[src/common/axil_pkg.sv]
// AXI4-Lite package with bus widths, response codes, channel states and the address map
`default_nettype none

package axil_pkg;

    localparam int AXIL_ADDR_W = 6;
    localparam int AXIL_DATA_W = 32;

    // Byte address bits below the coefficient word index
    // Channel c has its offset at word 2c and its gain at word 2c+1
    localparam int AXIL_WORD_LSB = 2;
    localparam int COEF_WORDS = 16;

    // First global channel of each lane, ADC on 0 to 3 and DAC on 4 to 7
    localparam logic [2:0] ADC_CHAN_BASE = 3'd0;
    localparam logic [2:0] DAC_CHAN_BASE = 3'd4;

    typedef enum logic [1:0] {
        OKAY   = 2'b00,
        SLVERR = 2'b10
    } axil_resp_e;

    // The handshake cycle lives inside the idle state, flagged by the ready outputs
    typedef enum logic {WR_IDLE, WR_RESP} axil_wr_state_e;
    typedef enum logic {RD_IDLE, RD_DATA} axil_rd_state_e;

endpackage

`default_nettype wire

[src/common/cal_pkg.sv]
// Calibration package with the sample, coefficient and lane channel types
`default_nettype none

package cal_pkg;

    // Raw samples and calibrated results share one signed format
    typedef logic signed [15:0] sample_t;

    // Offsets are in raw counts, and gains are 6.10 fixed point
    typedef logic signed [15:0] coef_t;

    // Channel index within one lane
    typedef logic [1:0] lane_chan_t;

    // Each lane covers one side of the module, ADC or DAC
    localparam int LANE_CHANNELS = 4;

    // Lane sequencer states
    // IDLE waits for a sample strobe
    // RUN steps through the four channels, one per cycle
    typedef enum logic {
        IDLE,
        RUN
    } lane_state_e;

endpackage

`default_nettype wire

[src/common/cal_result_if.sv]
// Result path that carries one lane's calibrated samples to the collector
`default_nettype none
`timescale 1ns/10ps

interface cal_result_if;
    import cal_pkg::*;

    // One calibrated sample per valid cycle, tagged with its lane channel
    logic       result_valid;
    lane_chan_t result_chan;
    sample_t    result_data;
    // High together with the result for the last lane channel
    logic       result_last;

    // The lane drives everything and the collector never stalls it
    modport lane (
        output result_valid,
        output result_chan,
        output result_data,
        output result_last
    );

    modport collector (
        input result_valid,
        input result_chan,
        input result_data,
        input result_last
    );

endinterface

`default_nettype wire

[src/cal/cal_coef_regs.sv]
// AXI4-Lite coefficient register file with two combinational lane lookup ports
`default_nettype none
`timescale 1ns/10ps

module cal_coef_regs (
    input  logic                                 clk,
    input  logic                                 rst,
    input  logic [axil_pkg::AXIL_ADDR_W-1:0]     awaddr,
    input  logic                                 awvalid,
    output logic                                 awready,
    input  logic [axil_pkg::AXIL_DATA_W-1:0]     wdata,
    input  logic [axil_pkg::AXIL_DATA_W/8-1:0]   wstrb,
    input  logic                                 wvalid,
    output logic                                 wready,
    output axil_pkg::axil_resp_e                 bresp,
    output logic                                 bvalid,
    input  logic                                 bready,
    input  logic [axil_pkg::AXIL_ADDR_W-1:0]     araddr,
    input  logic                                 arvalid,
    output logic                                 arready,
    output logic [axil_pkg::AXIL_DATA_W-1:0]     rdata,
    output axil_pkg::axil_resp_e                 rresp,
    output logic                                 rvalid,
    input  logic                                 rready,
    input  cal_pkg::lane_chan_t                  adc_chan,
    input  cal_pkg::lane_chan_t                  dac_chan,
    output cal_pkg::coef_t                       adc_offset,
    output cal_pkg::coef_t                       adc_gain,
    output cal_pkg::coef_t                       dac_offset,
    output cal_pkg::coef_t                       dac_gain
);
    import axil_pkg::*;
    import cal_pkg::*;

    // Unity calibration, zero offset and a gain of 1.0 in 6.10
    localparam coef_t offset_reset = 16'sd0;
    localparam coef_t gain_reset = 16'sd1024;

    coef_t          coef_mem [0:COEF_WORDS-1];
    axil_wr_state_e wr_state;
    axil_rd_state_e rd_state;

    // Word index and alignment of each address channel
    logic [AXIL_ADDR_W-AXIL_WORD_LSB-1:0] aw_index;
    logic [AXIL_ADDR_W-AXIL_WORD_LSB-1:0] ar_index;
    logic                                 aw_aligned;
    logic                                 ar_aligned;
    // Global channel numbers behind the two lane lookups
    logic [2:0]                           adc_full_chan;
    logic [2:0]                           dac_full_chan;

    assign aw_index = awaddr[AXIL_ADDR_W-1:AXIL_WORD_LSB];
    assign ar_index = araddr[AXIL_ADDR_W-1:AXIL_WORD_LSB];
    assign aw_aligned = (awaddr[AXIL_WORD_LSB-1:0] == '0);
    assign ar_aligned = (araddr[AXIL_WORD_LSB-1:0] == '0);

    // Write channel, and the coefficient store it updates
    // Byte strobes are not supported, wstrb has no effect and every write is a full word
    always_ff @(posedge clk) begin
        if (rst) begin
            wr_state <= WR_IDLE;
            awready <= 1'b0;
            wready <= 1'b0;
            bvalid <= 1'b0;
            bresp <= OKAY;
            for (int i = 0; i < COEF_WORDS; i++) begin
                coef_mem[i] <= i[0] ? gain_reset : offset_reset;
            end
        end else begin
            case (wr_state)
                WR_IDLE: begin
                    if (awready) begin
                        // Handshake edge, the write lands here
                        awready <= 1'b0;
                        wready <= 1'b0;
                        bvalid <= 1'b1;
                        wr_state <= WR_RESP;
                        if (aw_aligned) begin
                            coef_mem[aw_index] <= wdata[15:0];
                            bresp <= OKAY;
                        end else begin
                            bresp <= SLVERR;
                        end
                    end else if (awvalid && wvalid) begin
                        awready <= 1'b1;
                        wready <= 1'b1;
                    end
                end
                WR_RESP: begin
                    // No new address is taken until the response is gone
                    if (bready) begin
                        bvalid <= 1'b0;
                        wr_state <= WR_IDLE;
                    end
                end
                default: wr_state <= WR_IDLE;
            endcase
        end
    end

    // Read channel, data is sign-extended from the low half
    always_ff @(posedge clk) begin
        if (rst) begin
            rd_state <= RD_IDLE;
            arready <= 1'b0;
            rvalid <= 1'b0;
            rresp <= OKAY;
            rdata <= '0;
        end else begin
            case (rd_state)
                RD_IDLE: begin
                    if (arready) begin
                        arready <= 1'b0;
                        rvalid <= 1'b1;
                        rd_state <= RD_DATA;
                        if (ar_aligned) begin
                            rdata <= {{(AXIL_DATA_W-16){coef_mem[ar_index][15]}},
                                      coef_mem[ar_index]};
                            rresp <= OKAY;
                        end else begin
                            rdata <= '0;
                            rresp <= SLVERR;
                        end
                    end else if (arvalid) begin
                        arready <= 1'b1;
                    end
                end
                RD_DATA: begin
                    if (rready) begin
                        rvalid <= 1'b0;
                        rd_state <= RD_IDLE;
                    end
                end
                default: rd_state <= RD_IDLE;
            endcase
        end
    end

    // Lane lookups are combinational so a write is seen by the very next result
    assign adc_full_chan = ADC_CHAN_BASE + 3'(adc_chan);
    assign dac_full_chan = DAC_CHAN_BASE + 3'(dac_chan);
    assign adc_offset = coef_mem[{adc_full_chan, 1'b0}];
    assign adc_gain = coef_mem[{adc_full_chan, 1'b1}];
    assign dac_offset = coef_mem[{dac_full_chan, 1'b0}];
    assign dac_gain = coef_mem[{dac_full_chan, 1'b1}];

endmodule

`default_nettype wire

[src/cal/cal_collect.sv]
// Collector that gathers both lanes' results into one eight-channel output frame
`default_nettype none
`timescale 1ns/10ps

module cal_collect (
    input  logic              clk,
    input  logic              rst,
    cal_result_if.collector   adc_result,
    cal_result_if.collector   dac_result,
    output cal_pkg::sample_t  out_0,
    output cal_pkg::sample_t  out_1,
    output cal_pkg::sample_t  out_2,
    output cal_pkg::sample_t  out_3,
    output cal_pkg::sample_t  out_4,
    output cal_pkg::sample_t  out_5,
    output cal_pkg::sample_t  out_6,
    output cal_pkg::sample_t  out_7,
    output logic              frame_valid
);
    import cal_pkg::*;

    // ADC results go to the lower half and DAC results to the upper half
    sample_t out_reg [0:2*LANE_CHANNELS-1];

    always_ff @(posedge clk) begin
        if (rst) begin
            for (int i = 0; i < 2 * LANE_CHANNELS; i++) begin
                out_reg[i] <= '0;
            end
            frame_valid <= 1'b0;
        end else begin
            if (adc_result.result_valid) begin
                out_reg[{1'b0, adc_result.result_chan}] <= adc_result.result_data;
            end
            if (dac_result.result_valid) begin
                out_reg[{1'b1, dac_result.result_chan}] <= dac_result.result_data;
            end
            // Both lanes start on the same strobe, so their last results coincide
            frame_valid <= adc_result.result_valid && adc_result.result_last &&
                           dac_result.result_valid && dac_result.result_last;
        end
    end

    assign out_0 = out_reg[0];
    assign out_1 = out_reg[1];
    assign out_2 = out_reg[2];
    assign out_3 = out_reg[3];
    assign out_4 = out_reg[4];
    assign out_5 = out_reg[5];
    assign out_6 = out_reg[6];
    assign out_7 = out_reg[7];

endmodule

`default_nettype wire

[src/cal/cal_lane.sv]
// Four-channel calibration lane sharing one multiplier across its channels
`default_nettype none
`timescale 1ns/10ps

module cal_lane #(
    parameter int clamp_limit = 28000,
    parameter int frac_bits = 10
) (
    input  logic                clk,
    input  logic                rst,
    input  logic                sample_strobe,
    input  cal_pkg::sample_t    in_0,
    input  cal_pkg::sample_t    in_1,
    input  cal_pkg::sample_t    in_2,
    input  cal_pkg::sample_t    in_3,
    output cal_pkg::lane_chan_t coef_chan,
    input  cal_pkg::coef_t      coef_offset,
    input  cal_pkg::coef_t      coef_gain,
    cal_result_if.lane          result
);
    import cal_pkg::*;

    localparam lane_chan_t last_chan = lane_chan_t'(LANE_CHANNELS - 1);
    // Saturation bounds at the full product width
    localparam logic signed [32:0] sat_hi = 33'(clamp_limit);
    localparam logic signed [32:0] sat_lo = -sat_hi;

    lane_state_e state;
    lane_chan_t  chan;
    sample_t     frame [0:LANE_CHANNELS-1];
    sample_t     cal_value;

    // The register file answers in the same cycle for the channel in work
    assign coef_chan = chan;

    // Offset removal at 17 bits, full-width gain product, then fixed-point rescale
    always_comb begin
        logic signed [16:0] diff;
        logic signed [32:0] product;
        logic signed [32:0] scaled;
        diff = 17'(frame[chan]) - 17'(coef_offset);
        product = diff * coef_gain;
        scaled = product >>> frac_bits;
        if (scaled > sat_hi) begin
            cal_value = sat_hi[15:0];
        end else if (scaled < sat_lo) begin
            cal_value = sat_lo[15:0];
        end else begin
            cal_value = scaled[15:0];
        end
    end

    // Sequencer, a strobe seen while running is dropped
    always_ff @(posedge clk) begin
        if (rst) begin
            state <= IDLE;
            chan <= '0;
            result.result_valid <= 1'b0;
            result.result_last <= 1'b0;
        end else begin
            result.result_valid <= (state == RUN);
            result.result_last <= (state == RUN) && (chan == last_chan);
            case (state)
                IDLE: begin
                    if (sample_strobe) begin
                        chan <= '0;
                        state <= RUN;
                    end
                end
                RUN: begin
                    chan <= chan + 2'd1;
                    if (chan == last_chan) begin
                        state <= IDLE;
                    end
                end
                default: state <= IDLE;
            endcase
        end
    end

    // Sample latch and result payload
    always_ff @(posedge clk) begin
        if (state == IDLE && sample_strobe) begin
            frame[0] <= in_0;
            frame[1] <= in_1;
            frame[2] <= in_2;
            frame[3] <= in_3;
        end
        result.result_data <= cal_value;
        result.result_chan <= chan;
    end

endmodule

`default_nettype wire

[src/hdl/cal_top.sv]
// Sample calibrator top with AXI4-Lite coefficient access and eight calibrated channels
`default_nettype none
`timescale 1ns/10ps

module cal_top #(
    parameter int clamp_limit = 28000,
    parameter int frac_bits = 10
) (
    input  logic                                 clk,
    input  logic                                 rst,
    input  logic                                 sample_strobe,
    input  cal_pkg::sample_t                     in_0,
    input  cal_pkg::sample_t                     in_1,
    input  cal_pkg::sample_t                     in_2,
    input  cal_pkg::sample_t                     in_3,
    input  cal_pkg::sample_t                     in_4,
    input  cal_pkg::sample_t                     in_5,
    input  cal_pkg::sample_t                     in_6,
    input  cal_pkg::sample_t                     in_7,
    output cal_pkg::sample_t                     out_0,
    output cal_pkg::sample_t                     out_1,
    output cal_pkg::sample_t                     out_2,
    output cal_pkg::sample_t                     out_3,
    output cal_pkg::sample_t                     out_4,
    output cal_pkg::sample_t                     out_5,
    output cal_pkg::sample_t                     out_6,
    output cal_pkg::sample_t                     out_7,
    output logic                                 frame_valid,
    input  logic [axil_pkg::AXIL_ADDR_W-1:0]     awaddr,
    input  logic                                 awvalid,
    output logic                                 awready,
    input  logic [axil_pkg::AXIL_DATA_W-1:0]     wdata,
    input  logic [axil_pkg::AXIL_DATA_W/8-1:0]   wstrb,
    input  logic                                 wvalid,
    output logic                                 wready,
    output axil_pkg::axil_resp_e                 bresp,
    output logic                                 bvalid,
    input  logic                                 bready,
    input  logic [axil_pkg::AXIL_ADDR_W-1:0]     araddr,
    input  logic                                 arvalid,
    output logic                                 arready,
    output logic [axil_pkg::AXIL_DATA_W-1:0]     rdata,
    output axil_pkg::axil_resp_e                 rresp,
    output logic                                 rvalid,
    input  logic                                 rready
);
    import cal_pkg::*;

    // Coefficient lookups, named as on the register file so they connect by name
    lane_chan_t adc_chan;
    lane_chan_t dac_chan;
    coef_t      adc_offset;
    coef_t      adc_gain;
    coef_t      dac_offset;
    coef_t      dac_gain;

    cal_result_if adc_result_bus ();
    cal_result_if dac_result_bus ();

    cal_coef_regs i_regs (.*);

    // ADC lane on inputs 0 to 3
    cal_lane #(
        .clamp_limit(clamp_limit),
        .frac_bits(frac_bits)
    ) i_adc_lane (
        .clk(clk),
        .rst(rst),
        .sample_strobe(sample_strobe),
        .in_0(in_0),
        .in_1(in_1),
        .in_2(in_2),
        .in_3(in_3),
        .coef_chan(adc_chan),
        .coef_offset(adc_offset),
        .coef_gain(adc_gain),
        .result(adc_result_bus)
    );

    // DAC lane on inputs 4 to 7
    cal_lane #(
        .clamp_limit(clamp_limit),
        .frac_bits(frac_bits)
    ) i_dac_lane (
        .clk(clk),
        .rst(rst),
        .sample_strobe(sample_strobe),
        .in_0(in_4),
        .in_1(in_5),
        .in_2(in_6),
        .in_3(in_7),
        .coef_chan(dac_chan),
        .coef_offset(dac_offset),
        .coef_gain(dac_gain),
        .result(dac_result_bus)
    );

    cal_collect i_collect (
        .clk(clk),
        .rst(rst),
        .adc_result(adc_result_bus),
        .dac_result(dac_result_bus),
        .out_0(out_0),
        .out_1(out_1),
        .out_2(out_2),
        .out_3(out_3),
        .out_4(out_4),
        .out_5(out_5),
        .out_6(out_6),
        .out_7(out_7),
        .frame_valid(frame_valid)
    );

endmodule

`default_nettype wire
[config.mk]
export PLATFORM = sky130hd
export DESIGN_NAME = cal_top
export DESIGN_NICKNAME = d
export VERILOG_FILES = /design/src/common/axil_pkg.sv /design/src/common/cal_pkg.sv /design/src/common/cal_result_if.sv /design/src/cal/cal_coef_regs.sv /design/src/cal/cal_collect.sv /design/src/cal/cal_lane.sv /design/src/hdl/cal_top.sv
export SDC_FILE = /design/constraint.sdc
export NUM_CORES = 2
export LEC_CHECK = 0
export BUFFER_PORTS_ARGS = -buffer_cell sky130_fd_sc_hd__buf_2
export CAP_MARGIN = 20
export CORE_MARGIN = 5
export CORE_UTILIZATION = 45
export CTS_BUF_LIST = sky130_fd_sc_hd__clkbuf_2 sky130_fd_sc_hd__clkbuf_4 sky130_fd_sc_hd__clkbuf_8
export DETAILED_ROUTE_END_ITERATION = 8
export SLEW_MARGIN = 20
export SYNTH_ARGS = -nofsm -noshare
export SYNTH_HDL_FRONTEND = slang
export SYNTH_SLANG_ARGS = --single-unit
export TNS_END_PERCENT = 20
[constraint.sdc]
create_clock -name clk -period 15.7 [get_ports clk]
set_input_delay 0.785 -clock clk [delete_from_list [all_inputs] [get_ports clk]]
set_output_delay 0.785 -clock clk [all_outputs]
set_load 0.1 [all_outputs]
==> flow_summary.ini <==
[routing]
num_vias = 33399
wl_per_cell_um = 23.2
drt-total-wl_um = 141000
drt-initial-drc-count = 2941
via_per_inst = 5.50
firstDrtPassIters = 5
drtAntennaViolNets = 0
drcViolationCount = 0

[worst_setup_path]
cp.buffers_inverters = 5
cpMostUsedCell = fa_1
cpPeakStageDelay_ns = 0.83
start_kind = register
worstPathArrival_ns = 12.75
crit_fanout = 43
path_class = register to register
endpoint_kind = register
cp_slowest_cell = dfxtp_4
cpLargestDelayFamily = compound AO/OA/AOI/OAI gates
critPathRequiredTime_ns = 16.34

[floorplan]
initial_core_util_pct = 45.3
dieArea_mm2 = 0.114
ioPinCount = 354
rows = 120
die_width_um = 338
coreArea_mm2 = 0.107
die_h_um = 338

[global_routing]
antenna_found_initial = 15
grt_max_degree = 66
grt_overflow = 0
grt_pass1_vias = 34506
grt.total_usage_pct = 24.6
grt_pass1_wl_um = 214000

[logic_synthesis]
ys_types = 100
avgSynthCellArea_um2 = 11.3
synth_top_flop_cell = edfxtp_1
synth-seq-area-share_pct = 34.8
yosysWarningCount = 0
syn_inst = 4293
synthArstFlopShare_pct = 0
synth_area_leaders = edfxtp_1, fa_1, mux4_2, and2_1, inv_1
synth_top_cell_by_area = edfxtp_1
synth_top_area_share_pct = 31.7
ys_ff_latch = 588
synth-edff-count = 512
synth_area_mm2 = 0.0485

[final_layout]
drive_gt1_share_pct = 18.2
largest_reg_flops = 256
syn2layout_area_growth_pct = 11.3
mostFrequentLayoutCells = inv_1, fa_1, edfxtp_1, and2_1, nand2_1
nNetsFinal = 5508
mostFrequentLayoutCell = inv_1
utilization_pct = 50.4

[sta]
hold_violations = 0
max_clock_freq_mhz = 82.5
min_period_ns = 12.12
slew_headroom_pct = 24.0
tightest_slew_ns = 1.14
slew_viol_final = 0
fin_skew_ns = 0.0672
fin_crit_sh_pct = 77.2
grt_setup_unrepaired = false
fin_setup_tns_ns = 0
setup_violations = 0

[status]
status = finished clean

[clocking]
clkTransAtPathRegs_ns = 0.07
numClockSinks = 588
holdBufCountCts = 0
htreeDepth = 3
postCtsResizedCells = 0
clock_path_buffers = 3
postCtsSetupRepairBufs = 0
clkLatencyLatePin_ns = 0.78
clockRootBuffer = clkbuf_8
cts_inserted_buffers = 101
cts_tree = done

[placement]
dp.final_hpwl_um = 103000
io_buffers = 331
routabilityCongestion = 0.894

[job]
drv_cap = 0

[min_path]
min_path_type = input port to register
==> cell families (layout without fill, tap and decap cells) <==
family,count (synthesis),in the layout,share of synthesized area [%]
simple gates,1365,1365,14.4
mux,201,201,8.37
fa+ha+maj,748,748,27.8
xor+xnor,90,90,1.68
other cells,1,11,0.00773
flops,588,588,34.8
buf+inv,916,1287,7.25
compound gates,384,384,5.67
==> final timing paths <==
check | cells past startpoint | start | end | slack, ns
worst max register to register | 34 | register | i_adc_lane.result.result_data[5]$_SDFF_PP1_ | 3.58
worst max-delay path | 34 | register | i_adc_lane.result.result_data[5]$_SDFF_PP1_ | 3.58
worst min register to register | 0 | i_adc_lane.coef_chan[0]$_SDFFE_PP0N_ | i_adc_lane.result.result_chan[0]$_DFF_P_ | 0.37
worst min-delay path | 1 | in_2[14] | i_adc_lane.frame[2][14]$_DFFE_PP_ | 0.18
==> final cells by class <==
cell class | count | area, um^2
Tap cell | 1403 | 1760
Clock inverter | 40 | 432
Timing Repair Buffer | 405 | 2220
Multi-Input combinational cell | 2790 | 28200
Fill cell | 9696 | 53100
Inverter | 690 | 2590
Sequential cell | 588 | 16900
Antenna cell | 9 | 22.5
Clock buffer | 152 | 1870
==> cells in the mapped netlist (all sizes together), types with 7 or more instances <==
| cell type | instances |
|---|---|
| ha | 196 |
| inv | 690 |
| dfxtp | 76 |
| nor2b | 33 |
| nand4 | 17 |
| a21boi | 14 |
| a21o | 43 |
| xnor2 | 60 |
| buf | 55 |
| or2 | 39 |
| mux2 | 17 |
| clkbuf | 171 |
| nand2b | 33 |
| mux2i | 22 |
| and2 | 446 |
| a211oi | 16 |
| o311ai | 9 |
| nor4 | 11 |
| a21oi | 64 |
| nor3 | 49 |
| nand3b | 7 |
| o211ai | 16 |
| o21a | 15 |
| o21ai | 75 |
| fa | 552 |
| o31ai | 15 |
| nand3 | 47 |
| edfxtp | 512 |
| xor2 | 30 |
| and3 | 17 |
| mux4 | 162 |
| nor2 | 239 |
| o31a | 11 |
| a31oi | 20 |
| nor3b | 9 |
| a311oi | 20 |
| a211o | 11 |
| or3 | 16 |
| nand2 | 381 |
==> layer usage <==
metal	part of all wire, %	up-vias	global-route usage, %
li1	-	14781	-
met1	41	16960	33.2
met2	48	1398	41.2
met3	8.2	258	4.37
met4	3.1	2	7.19
met5	0.0064	-	0
==> through the flow <==
stage               cell area (um^2)  setup slack [ns]  hold slack (ns)  cells
floorplan                      48500              3.61            0.347   4294
global placement               51700              3.76            0.364   5876
detailed placement             51700              3.62            0.369   5876
CTS                            54000              3.56            0.112   6068
global route                   54000              2.64            0.124   6071
finish                         54000              3.58            0.178   6077
Power is not shown: default switching activity piles up to over one toggle a cycle in this logic, so the estimate is an artifact.
